[src/tx_ctrl_pkg.sv]
// tx control package, shared constants, state encoding and the reply word layout
package tx_ctrl_pkg;

  // timebase of this build
  localparam int NUM_CLK_PER_US = 10;
  localparam int COUNT_SCALE    = 4;

  // ack and cts always go out at 6 Mb/s, 14 bytes
  localparam int          ACK_N_SYM   = 6;
  localparam logic [11:0] ACK_SIG_LEN = 12'd14;
  localparam logic [15:0] RTS_SIG_LEN = 16'd20;
  localparam logic [3:0]  RATE_6M     = 4'b1011;

  // frame control type
  localparam logic [1:0] FC_TYPE_MGMT = 2'b00;
  localparam logic [1:0] FC_TYPE_CTRL = 2'b01;
  localparam logic [1:0] FC_TYPE_DATA = 2'b10;

  // frame control subtype
  localparam logic [3:0] FC_SUB_ACK       = 4'b1101;
  localparam logic [3:0] FC_SUB_CTS       = 4'b1100;
  localparam logic [3:0] FC_SUB_RTS       = 4'b1011;
  localparam logic [3:0] FC_SUB_BAR       = 4'b1000;
  localparam logic [3:0] FC_SUB_BA        = 4'b1001;
  localparam logic [3:0] FC_SUB_PSPOLL    = 4'b1010;
  // reserved mgmt subtype, never answered
  localparam logic [3:0] FC_SUB_MGMT_EXCL = 4'b1110;

  // kind of reply owed to the last received frame
  localparam logic [1:0] CLS_NONE     = 2'd0;
  localparam logic [1:0] CLS_ACK_ZERO = 2'd1;
  localparam logic [1:0] CLS_ACK_DUR  = 2'd2;
  localparam logic [1:0] CLS_CTS      = 2'd3;

  // tx bram word addresses of the reply
  localparam int                     BRAM_ADDR_W = 10;
  localparam logic [BRAM_ADDR_W-1:0] ADDR_SIG    = 'd0;
  localparam logic [BRAM_ADDR_W-1:0] ADDR_HDR    = 'd2;
  localparam logic [BRAM_ADDR_W-1:0] ADDR_RA_HI  = 'd3;

  typedef logic [47:0] mac_addr_t;
  typedef logic [15:0] dur_t;
  typedef logic [3:0]  retr_cnt_t;
  typedef logic [14:0] tmr_t;

  typedef enum logic [2:0] {
    IDLE,
    SEND_ACK,
    SEND_ACK_DO,
    RECV_ACK_JUDGE,
    RECV_ACK_WAIT_TX_BB_DONE,
    RECV_ACK_WAIT_SIG_VALID,
    RECV_ACK,
    RECV_ACK_WAIT_BACKOFF_DONE
  } ctrl_state_t;

  // one reply word, read either as phy signal field or as mac header
  typedef union packed {
    struct packed {
      logic [31:0] zero_hi;
      logic [13:0] zero_mid;
      logic        parity;
      logic [11:0] len;
      logic        zero_lo;
      logic [3:0]  rate;
    } sig;
    struct packed {
      logic [31:0] addr;
      dur_t        dur;
      logic [7:0]  zero_hi;
      logic [3:0]  subtype;
      logic [1:0]  ftype;
      logic [1:0]  zero_lo;
    } hdr;
  } resp_word_u;

endpackage

[src/frame_classifier.sv]
// frame classifier, decodes rx frame control and address match, holds the reply context
`timescale 1ns/1ns

module frame_classifier import tx_ctrl_pkg::*; (
  input  logic        clk,
  input  logic        rstn,
  input  logic        capture,
  input  logic        fcs_valid,
  input  logic        sig_valid,
  input  logic [15:0] signal_len,
  input  logic [1:0]  fc_type,
  input  logic [3:0]  fc_subtype,
  input  logic        fc_more_frag,
  input  logic        cts_torts_disable,
  input  dur_t        duration,
  input  mac_addr_t   addr1,
  input  mac_addr_t   addr2,
  input  mac_addr_t   self_mac_addr,
  output logic        resp_needed,
  output logic        ack_sig_seen,
  output logic        ack_frame_seen,
  output logic [1:0]  rx_class,
  output dur_t        rx_duration,
  output mac_addr_t   rx_addr2
);

  logic is_ctrl, is_data, is_mgmt, is_bar, is_ba, is_pspoll, is_rts;
  logic for_us;
  logic ack_owed;

  assign for_us    = (addr1 == self_mac_addr);
  assign is_ctrl   = (fc_type == FC_TYPE_CTRL);
  assign is_data   = (fc_type == FC_TYPE_DATA);
  assign is_mgmt   = (fc_type == FC_TYPE_MGMT) && (fc_subtype != FC_SUB_MGMT_EXCL);
  assign is_bar    = is_ctrl && (fc_subtype == FC_SUB_BAR);
  assign is_ba     = is_ctrl && (fc_subtype == FC_SUB_BA);
  assign is_pspoll = is_ctrl && (fc_subtype == FC_SUB_PSPOLL);
  // only a well formed rts, length 20
  assign is_rts    = is_ctrl && (fc_subtype == FC_SUB_RTS) && (signal_len == RTS_SIG_LEN);

  // frames answered with an ack
  assign ack_owed = is_data || is_mgmt || is_bar || is_ba || is_pspoll;

  assign resp_needed = fcs_valid && for_us && (ack_owed || (is_rts && !cts_torts_disable));
  // peer ack signal field, 14 bytes
  assign ack_sig_seen   = sig_valid && (signal_len == 16'(ACK_SIG_LEN));
  assign ack_frame_seen = fcs_valid && for_us && is_ctrl && (fc_subtype == FC_SUB_ACK);

  always_ff @(posedge clk) begin
    if (!rstn) begin
      rx_class <= CLS_NONE;
    end else if (capture) begin
      // last fragment of data/mgmt gets a zero duration ack
      if ((is_data || is_mgmt) && !fc_more_frag) begin
        rx_class <= CLS_ACK_ZERO;
      end else if (ack_owed) begin
        rx_class <= CLS_ACK_DUR;
      end else if (is_rts) begin
        rx_class <= CLS_CTS;
      end else begin
        rx_class <= CLS_NONE;
      end
    end
  end

  always_ff @(posedge clk) begin
    if (capture) begin
      rx_duration <= duration;
      // reply ra is the sender
      rx_addr2    <= addr2;
    end
  end

endmodule

[src/ack_ctrl_fsm.sv]
// ack control FSM, sequences the reply transmission and the wait for the peer ack
`timescale 1ns/1ns

module ack_ctrl_fsm import tx_ctrl_pkg::*; (
  input  logic        clk,
  input  logic        rstn,
  input  logic        resp_needed,
  input  logic        ack_sig_seen,
  input  logic        ack_frame_seen,
  input  logic        wait_done,
  input  logic        sig_timeout,
  input  logic        ack_timeout,
  input  logic        phy_tx_done,
  input  logic        pulse_tx_bb_end,
  input  logic        tx_pkt_need_ack,
  input  logic        backoff_done,
  input  logic        quit_retrans,
  input  logic        retrans_in_progress,
  output ctrl_state_t state,
  output logic        start_tx_ack,
  output logic        start_retrans,
  output logic        ack_tx_flag,
  output logic        ack_cts_is_ongoing,
  output logic        tx_control_state_idle,
  output logic        done_ok,
  output logic        done_fail,
  output logic        retry,
  output logic        quit
);

  logic retrans_started;
  logic in_idle;
  logic in_backoff;

  assign in_idle    = (state == IDLE);
  assign in_backoff = (state == RECV_ACK_WAIT_BACKOFF_DONE);

  // wait plus the reply on air
  assign ack_cts_is_ongoing = (state == SEND_ACK) || (state == SEND_ACK_DO);
  // busy again once a retransmission has been kicked off
  assign tx_control_state_idle = (in_idle || in_backoff) && !retrans_started;

  // tracker events
  // attempt sent, not acknowledged so far
  assign done_fail = (state == RECV_ACK_JUDGE);
  // timeout wins over a late ack
  assign done_ok = (state == RECV_ACK) && !ack_timeout && ack_frame_seen;
  assign retry   = sig_timeout || ack_timeout;
  // idle gives priority to a reply and to our own tx end
  assign quit = quit_retrans && (in_backoff ||
                (in_idle && !resp_needed && !phy_tx_done && retrans_in_progress));

  always_ff @(posedge clk) begin
    if (!rstn) begin
      state           <= IDLE;
      start_tx_ack    <= 1'b0;
      start_retrans   <= 1'b0;
      ack_tx_flag     <= 1'b0;
      retrans_started <= 1'b0;
    end else begin
      // one-cycle strobes
      start_tx_ack  <= 1'b0;
      start_retrans <= 1'b0;
      case (state)
        IDLE: begin
          ack_tx_flag <= 1'b0;
          if (resp_needed) begin
            state <= SEND_ACK;
          end else if (phy_tx_done) begin
            // a reply never returns here before its own phy_tx_done
            state <= RECV_ACK_JUDGE;
          end else if (quit) begin
            retrans_started <= 1'b0;
          end else if (backoff_done && retrans_in_progress) begin
            state <= RECV_ACK_WAIT_BACKOFF_DONE;
          end
        end
        SEND_ACK: begin
          ack_tx_flag <= 1'b1;
          if (wait_done) begin
            state        <= SEND_ACK_DO;
            start_tx_ack <= 1'b1;
          end
        end
        SEND_ACK_DO: begin
          if (phy_tx_done) begin
            state <= IDLE;
          end
        end
        RECV_ACK_JUDGE: begin
          retrans_started <= 1'b0;
          state <= tx_pkt_need_ack ? RECV_ACK_WAIT_TX_BB_DONE : IDLE;
        end
        RECV_ACK_WAIT_TX_BB_DONE: begin
          if (pulse_tx_bb_end) begin
            state <= RECV_ACK_WAIT_SIG_VALID;
          end
        end
        RECV_ACK_WAIT_SIG_VALID: begin
          if (sig_timeout) begin
            state <= IDLE;
          end else if (ack_sig_seen) begin
            state <= RECV_ACK;
          end
        end
        RECV_ACK: begin
          if (ack_timeout || ack_frame_seen) begin
            state <= IDLE;
          end
        end
        RECV_ACK_WAIT_BACKOFF_DONE: begin
          state <= IDLE;
          if (quit) begin
            retrans_started <= 1'b0;
          end else begin
            start_retrans   <= 1'b1;
            retrans_started <= 1'b1;
          end
        end
        default: state <= IDLE;
      endcase
    end
  end

  // reply and retransmission share the phy, never both at once
  assert property (@(posedge clk) disable iff (!rstn) !(start_tx_ack && start_retrans));

endmodule

[src/ack_frame_builder.sv]
// reply builder that works out the ack/cts duration and serves the reply words to the phy
`timescale 1ns/1ns

module ack_frame_builder import tx_ctrl_pkg::*; (
  input  logic                   clk,
  input  logic                   rstn,
  input  ctrl_state_t            state,
  input  logic [1:0]             rx_class,
  input  dur_t                   rx_duration,
  input  mac_addr_t              rx_addr2,
  input  dur_t                   duration_extra,
  input  logic [6:0]             preamble_sig_time,
  input  logic [4:0]             ofdm_symbol_time,
  input  logic [6:0]             sifs_time,
  input  logic [BRAM_ADDR_W-1:0] bram_addr,
  output logic [63:0]            dina
);

  dur_t       ackcts_time;
  dur_t       sifs_reg;
  dur_t       resp_dur;
  logic [3:0] resp_sub;
  resp_word_u sig_word;
  resp_word_u hdr_word;
  resp_word_u ra_hi_word;

  // airtime of our own ack/cts as preamble plus 6 symbols
  always_ff @(posedge clk) begin
    ackcts_time <= dur_t'(preamble_sig_time) + dur_t'(ACK_N_SYM) * dur_t'(ofdm_symbol_time);
    sifs_reg    <= dur_t'(sifs_time);
  end

  always_ff @(posedge clk) begin
    if (state == SEND_ACK) begin
      resp_sub <= (rx_class == CLS_CTS) ? FC_SUB_CTS : FC_SUB_ACK;
      if (rx_class == CLS_ACK_ZERO || rx_duration == '0) begin
        // zero received duration would underflow
        resp_dur <= duration_extra;
      end else begin
        // remaining nav minus our reply and one sifs
        resp_dur <= duration_extra + rx_duration - ackcts_time - sifs_reg;
      end
    end
  end

  always_comb begin
    sig_word            = '0;
    sig_word.sig.parity = ~(^RATE_6M);
    sig_word.sig.len    = ACK_SIG_LEN;
    sig_word.sig.rate   = RATE_6M;
    hdr_word             = '0;
    hdr_word.hdr.addr    = rx_addr2[31:0];
    hdr_word.hdr.dur     = resp_dur;
    hdr_word.hdr.subtype = resp_sub;
    // ack and cts are both control frames
    hdr_word.hdr.ftype   = FC_TYPE_CTRL;
    // ra high half sits in the low bits of word 3
    ra_hi_word = resp_word_u'({48'd0, rx_addr2[47:32]});
  end

  always_ff @(posedge clk) begin
    if (!rstn) begin
      dina <= '0;
    end else if (state == SEND_ACK_DO) begin
      case (bram_addr)
        ADDR_SIG:   dina <= sig_word;
        ADDR_HDR:   dina <= hdr_word;
        ADDR_RA_HI: dina <= ra_hi_word;
        default:    dina <= dina;
      endcase
    end
  end

  // word 1 is not part of the reply
  assert property (@(posedge clk) disable iff (!rstn)
    (bram_addr == BRAM_ADDR_W'(1)) |=> $stable(dina));

endmodule

[src/ack_timer.sv]
// ack timer, one counter for the reply wait and both ack receive timeouts
`timescale 1ns/1ns

module ack_timer import tx_ctrl_pkg::*; (
  input  logic        clk,
  input  logic        rstn,
  input  ctrl_state_t state,
  input  logic        ack_sig_seen,
  input  tmr_t        send_ack_wait_top,
  input  tmr_t        recv_ack_sig_valid_timeout_top,
  input  tmr_t        recv_ack_timeout_top_adj,
  output logic        wait_done,
  output logic        sig_timeout,
  output logic        ack_timeout
);

  tmr_t cnt;
  tmr_t send_scale;
  tmr_t sig_scale;
  tmr_t ack_top;

  // tops come in units of COUNT_SCALE clocks
  always_ff @(posedge clk) begin
    send_scale <= tmr_t'(send_ack_wait_top * COUNT_SCALE);
    sig_scale  <= tmr_t'(recv_ack_sig_valid_timeout_top * COUNT_SCALE);
    // peer ack body, 6 symbols of 4 us, plus the adjust
    ack_top    <= tmr_t'(ACK_N_SYM * 4 * NUM_CLK_PER_US + recv_ack_timeout_top_adj * COUNT_SCALE);
  end

  assign wait_done   = (state == SEND_ACK) && (cnt == send_scale);
  assign sig_timeout = (state == RECV_ACK_WAIT_SIG_VALID) && (cnt == sig_scale);
  assign ack_timeout = (state == RECV_ACK) && (cnt == ack_top);

  always_ff @(posedge clk) begin
    if (!rstn) begin
      cnt <= '0;
    end else begin
      case (state)
        IDLE: cnt <= '0;
        // stops at the top
        SEND_ACK: begin
          if (!wait_done) begin
            cnt <= cnt + 1'b1;
          end
        end
        // ack frame window restarts at the signal field
        RECV_ACK_WAIT_SIG_VALID: cnt <= ack_sig_seen ? '0 : cnt + 1'b1;
        RECV_ACK: cnt <= cnt + 1'b1;
        default: cnt <= cnt;
      endcase
    end
  end

endmodule

[src/retrans_tracker.sv]
// retry tracker, counts retransmissions against the limit and locks the tx status
`timescale 1ns/1ns

module retrans_tracker import tx_ctrl_pkg::*; (
  input  logic       clk,
  input  logic       rstn,
  input  logic       done_ok,
  input  logic       done_fail,
  input  logic       retry,
  input  logic       quit,
  input  retr_cnt_t  max_num_retrans,
  input  retr_cnt_t  tx_pkt_retrans_limit,
  input  logic       tx_pkt_need_ack,
  output logic       retrans_in_progress,
  output logic       tx_try_complete,
  output logic [4:0] tx_status
);

  retr_cnt_t num_retrans;
  retr_cnt_t cnt_lock;
  retr_cnt_t retrans_limit;
  logic      fail_lock;

  // global setting overrides the per packet limit
  assign retrans_limit = (max_num_retrans != '0) ? max_num_retrans : tx_pkt_retrans_limit;

  always_ff @(posedge clk) begin
    if (!rstn) begin
      num_retrans         <= '0;
      cnt_lock            <= '0;
      fail_lock           <= 1'b0;
      retrans_in_progress <= 1'b0;
      tx_try_complete     <= 1'b0;
      tx_status           <= '0;
    end else begin
      tx_try_complete <= 1'b0;
      // status trails the complete pulse by one cycle
      tx_status <= {fail_lock, cnt_lock};
      if (quit || done_ok || (done_fail && !tx_pkt_need_ack) ||
          (retry && (num_retrans == retrans_limit || retrans_limit == '0))) begin
        // attempt over, lock result and rearm
        tx_try_complete     <= 1'b1;
        fail_lock           <= quit || retry;
        cnt_lock            <= num_retrans;
        num_retrans         <= '0;
        retrans_in_progress <= 1'b0;
      end else if (done_fail) begin
        retrans_in_progress <= 1'b1;
      end else if (retry) begin
        num_retrans <= num_retrans + 1'b1;
      end
    end
  end

  // one interrupt per attempt
  assert property (@(posedge clk) disable iff (!rstn) tx_try_complete |=> !tx_try_complete);

endmodule

[src/tx_control.sv]
// tx control top, ack/cts reply and ack wait with retransmission for the 802.11 mac
`timescale 1ns/1ns

module tx_control import tx_ctrl_pkg::*; (
  input  logic                   clk,
  input  logic                   rstn,
  input  logic [6:0]             preamble_sig_time,
  input  logic [4:0]             ofdm_symbol_time,
  input  logic [6:0]             sifs_time,
  input  retr_cnt_t              max_num_retrans,
  input  logic                   tx_pkt_need_ack,
  input  retr_cnt_t              tx_pkt_retrans_limit,
  input  tmr_t                   send_ack_wait_top,
  input  tmr_t                   recv_ack_timeout_top_adj,
  input  tmr_t                   recv_ack_sig_valid_timeout_top,
  input  logic                   pulse_tx_bb_end,
  input  logic                   phy_tx_done,
  input  logic                   sig_valid,
  input  logic [15:0]            signal_len,
  input  logic                   fcs_valid,
  input  logic [1:0]             fc_type,
  input  logic [3:0]             fc_subtype,
  input  logic                   fc_more_frag,
  input  logic                   cts_torts_disable,
  input  dur_t                   duration_extra,
  input  dur_t                   duration,
  input  mac_addr_t              addr1,
  input  mac_addr_t              addr2,
  input  mac_addr_t              self_mac_addr,
  input  logic                   backoff_done,
  input  logic                   quit_retrans,
  input  logic [BRAM_ADDR_W-1:0] bram_addr,
  output logic                   tx_control_state_idle,
  output logic                   ack_cts_is_ongoing,
  output logic                   retrans_in_progress,
  output logic                   start_retrans,
  output logic                   start_tx_ack,
  output logic                   tx_try_complete,
  output logic [4:0]             tx_status,
  output logic                   ack_tx_flag,
  output logic [63:0]            dina
);

  ctrl_state_t state;
  logic        capture;
  logic        resp_needed;
  logic        ack_sig_seen;
  logic        ack_frame_seen;
  logic [1:0]  rx_class;
  dur_t        rx_duration;
  mac_addr_t   rx_addr2;
  logic        wait_done;
  logic        sig_timeout;
  logic        ack_timeout;
  logic        done_ok;
  logic        done_fail;
  logic        retry;
  logic        quit;

  // rx frame fields are sampled while the FSM sits idle
  assign capture = (state == IDLE);

  frame_classifier u_classifier (
    .clk(clk), .rstn(rstn), .capture(capture),
    .fcs_valid(fcs_valid), .sig_valid(sig_valid), .signal_len(signal_len),
    .fc_type(fc_type), .fc_subtype(fc_subtype), .fc_more_frag(fc_more_frag),
    .cts_torts_disable(cts_torts_disable), .duration(duration),
    .addr1(addr1), .addr2(addr2), .self_mac_addr(self_mac_addr),
    .resp_needed(resp_needed), .ack_sig_seen(ack_sig_seen),
    .ack_frame_seen(ack_frame_seen), .rx_class(rx_class),
    .rx_duration(rx_duration), .rx_addr2(rx_addr2)
  );

  ack_ctrl_fsm u_fsm (
    .clk(clk), .rstn(rstn), .resp_needed(resp_needed),
    .ack_sig_seen(ack_sig_seen), .ack_frame_seen(ack_frame_seen),
    .wait_done(wait_done), .sig_timeout(sig_timeout), .ack_timeout(ack_timeout),
    .phy_tx_done(phy_tx_done), .pulse_tx_bb_end(pulse_tx_bb_end),
    .tx_pkt_need_ack(tx_pkt_need_ack), .backoff_done(backoff_done),
    .quit_retrans(quit_retrans), .retrans_in_progress(retrans_in_progress),
    .state(state), .start_tx_ack(start_tx_ack), .start_retrans(start_retrans),
    .ack_tx_flag(ack_tx_flag), .ack_cts_is_ongoing(ack_cts_is_ongoing),
    .tx_control_state_idle(tx_control_state_idle),
    .done_ok(done_ok), .done_fail(done_fail), .retry(retry), .quit(quit)
  );

  ack_frame_builder u_builder (
    .clk(clk), .rstn(rstn), .state(state), .rx_class(rx_class),
    .rx_duration(rx_duration), .rx_addr2(rx_addr2),
    .duration_extra(duration_extra), .preamble_sig_time(preamble_sig_time),
    .ofdm_symbol_time(ofdm_symbol_time), .sifs_time(sifs_time),
    .bram_addr(bram_addr), .dina(dina)
  );

  ack_timer u_timer (
    .clk(clk), .rstn(rstn), .state(state), .ack_sig_seen(ack_sig_seen),
    .send_ack_wait_top(send_ack_wait_top),
    .recv_ack_sig_valid_timeout_top(recv_ack_sig_valid_timeout_top),
    .recv_ack_timeout_top_adj(recv_ack_timeout_top_adj),
    .wait_done(wait_done), .sig_timeout(sig_timeout), .ack_timeout(ack_timeout)
  );

  retrans_tracker u_tracker (
    .clk(clk), .rstn(rstn), .done_ok(done_ok), .done_fail(done_fail),
    .retry(retry), .quit(quit), .max_num_retrans(max_num_retrans),
    .tx_pkt_retrans_limit(tx_pkt_retrans_limit), .tx_pkt_need_ack(tx_pkt_need_ack),
    .retrans_in_progress(retrans_in_progress), .tx_try_complete(tx_try_complete),
    .tx_status(tx_status)
  );

endmodule

[config.mk]
export PLATFORM = sky130hd
export DESIGN_NAME = tx_control
export DESIGN_NICKNAME = d
export VERILOG_FILES = /design/src/tx_ctrl_pkg.sv /design/src/frame_classifier.sv /design/src/ack_ctrl_fsm.sv /design/src/ack_frame_builder.sv /design/src/ack_timer.sv /design/src/retrans_tracker.sv /design/src/tx_control.sv
export SDC_FILE = /design/constraint.sdc
export NUM_CORES = 1
export LEC_CHECK = 0
export BUFFER_PORTS_ARGS = -buffer_cell sky130_fd_sc_hd__buf_2
export CORE_MARGIN = 8
export CORE_UTILIZATION = 55
export DETAILED_ROUTE_END_ITERATION = 6
export GPL_TIMING_DRIVEN = 1
export PLACE_DENSITY = 0.85
export SYNTH_ARGS = -nofsm -noshare
export SYNTH_HDL_FRONTEND = slang
export SYNTH_HIERARCHICAL = 1
export SYNTH_SLANG_ARGS = --single-unit
[constraint.sdc]
create_clock -name clk -period 11.72 [get_ports clk]
set_input_delay 2.344 -clock clk [delete_from_list [all_inputs] [get_ports clk]]
set_output_delay 2.344 -clock clk [all_outputs]
set_load 0.005 [all_outputs]
==> impl_metrics.toml <==
[route]
first_iter_violations = 765
wl_per_cell_microns = 19.4
viasPerCell = 5.60
drt-total-wl_mm = 33.8
drc = 0
drtAntennaViolNets = 0
dr.pass1.iters = 7
vias = 9730

[synth]
synthFlopType = "dfxtp_1"
synth_area_per_cell_sq_um = 10.7
yosysSeqAreaShare = 0.476
ys_ff_latch = 240
synthesis.nets = 1450
synth_edf_count = 81
synthArstFlopShare = 0
synthCells = 1101
ys.warnings.count = 6
syn_area_sq_um = 11800
netlist-cell-type-count = 87

[power_and_ir_drop]
peakVddDrop_v = 0.000128
pwr_density_cell_nw_per_um2 = 206
leakagePower_nw = 6.35
power_w = 0.00300

[place]
dp.cells = 1695
dp_hpwl_mm = 25.3
gp_congestion = 0.943
port-buffer-count = 360

[cells_and_area]
multiInputGateArea_sq_um = 5540
nNetsFinal = 1795
final_common_cell = "buf_2"
instances_no_fill = 1739
largest_register_ffs = 64
fill_cells = 1586
area_growth_syn_to_layout_pct = 23.2
seqCellArea_sq_um = 5620
reg_top3 = "u_builder/dina x64, u_classifier/rx_addr2 x48"
drive_above_1_share = 0.336
regMostFlops = "u_builder/dina"
most-common-layout-cells = "360 x buf_2, 159 x dfxtp_1, 90 x inv_1"

[sta]
max-slew-margin-rel = 0.218
min_period_ns = 5.30
setup_tns_ns = 0
setup_viol = 0
report.final.hold_viol_count = 0
finalClockSkew_ns = 0.00966
max_freq_mhz = 189
slew_violations = 0
rsz0062_at_grt = "no"
worstMarginPinSlew_ns = 1.16
period_share = 0.452

[global_routing]
grtUsageTotal = 0.244
grt_pass1_wl_mm = 52.1
antenna_found_initial = 2
grt_max_degree = 102
grt_pass1_vias = 9890
grt-ovfl-total = 0

[clock_network]
cts_setup_buffers = 0
cts_resized = 0
cts_sinks = 240
clockBufferDepth = 3
clk-insertion-delay-late_ns = 0.51
clkSlewWorstSetupHoldPaths_ns = 0.06
cts-root-buf = "clkbuf_16"
cts_tree = "built"
ctsHtreeMaxLevel = 1
cts_made_buffers = 24
hold_buffers = 0

[critical_path]
crit_path_end_kind = "register"
crit_required_ns = 11.98
crit_arrival_ns = 5.56
worstSetupPathType = "in -> reg"
critPathLaunchType = "primary input"
cp_max_fo = 4

[hold_path]
hp-class = "reg -> reg"

[die]
start_util = 0.562
row_count = 53
dieArea_sq_um = 26400
core_area_sq_um = 21000
die_w_microns = 162
ios = 367
die_y_microns = 162

[outcome]
status = "finished clean"

[job]
drv_cap = 0
-- final cells by class --
type                            count  area share
Tap cell                          275      0.0237
Timing Repair Buffer              367       0.127
Multi-Input combinational cell    720       0.381
Antenna cell                        1    0.000172
Sequential cell                   240       0.386
Clock inverter                     12     0.00946
Clock buffer                       31      0.0481
Inverter                           93      0.0240
-- critical path, stage by stage --
cell	delay, ns
buf_2	0.13
fa_1	0.54
inv_1	0.05
fa_1	0.47
inv_1	0.04
ha_1	0.21
fa_1	0.42
a21oi_1	0.23
o21ai_0	0.19
a32oi_1	0.36
nand2_1	0.12
xor2_1	0.18
mux2_2	0.28
-- Yosys cell counts, types with 32 or more instances --
| cell type | number | area [sq um] |
|---|---|---|
| dfxtp_1 | 159 | 3180 |
| inv_1 | 90 | 338 |
| edfxtp_1 | 81 | 2430 |
| xnor2_1 | 77 | 674 |
| nand2_1 | 65 | 244 |
| nor2b_1 | 46 | 288 |
| a21oi_1 | 43 | 215 |
| xor2_1 | 41 | 359 |
| ha_1 | 39 | 488 |
| o21ai_0 | 38 | 190 |
| a22oi_1 | 37 | 278 |
| nor2_1 | 32 | 120 |
-- logic make-up (layout without fill, tap and decap cells) --
group | count (synthesis) | count (layout) | share of synthesized area
simple gates | 312 | 312 | 0.162
flops | 240 | 240 | 0.476
compound gates | 220 | 220 | 0.135
buf+inv | 141 | 503 | 0.0562
xor+xnor | 118 | 118 | 0.0876
fa+ha+maj | 58 | 58 | 0.0736
mux | 12 | 12 | 0.0105
other cells | 0 | 1 | 0
-- power by group --
part           switching, W  internal (W)  total, W  leakage (nW)
logic              0.000613      0.000407   0.00102          3.85
registers         0.0000894       0.00109   0.00118          2.08
clock network      0.000312      0.000486  0.000799         0.418
-- layer usage --
| layer | GRT usage | wire length [microns] | part of all wire |
|---|---|---|---|
| met4 | 0.0682 | 780 | 0.023 |
| met5 | 0 | 14 | 0.00041 |
| met3 | 0.0602 | 3000 | 0.089 |
| met2 | 0.400 | 16100 | 0.48 |
| met1 | 0.315 | 13900 | 0.41 |
-- per-stage QoR --
stage,area (sq um),hold slack (ns),util,setup slack [ns]
after floorplan,11800,0.428,-,6.42
after global placement,13700,0.439,0.652,6.08
after detailed placement,13700,0.456,0.652,5.97
after CTS,14500,0.470,0.692,6.50
after global routing,14500,0.493,0.692,6.26
final,14500,0.479,0.692,6.42
-- path summary, 6_finish.rpt --
check	depth (start not counted)	slack [ns]	to	startpoint
max	13	6.42	u_builder/resp_dur[8]	duration_extra[0]
min	2	0.48	u_tracker/fail_lock	u_tracker/fail_lock
max reg2reg	10	7.87	u_tracker/num_retrans[2]	u_fsm/state[2]
min reg2reg	2	0.48	u_tracker/fail_lock	u_tracker/fail_lock
No activity file was read; power rests on OpenSTA's default activity.
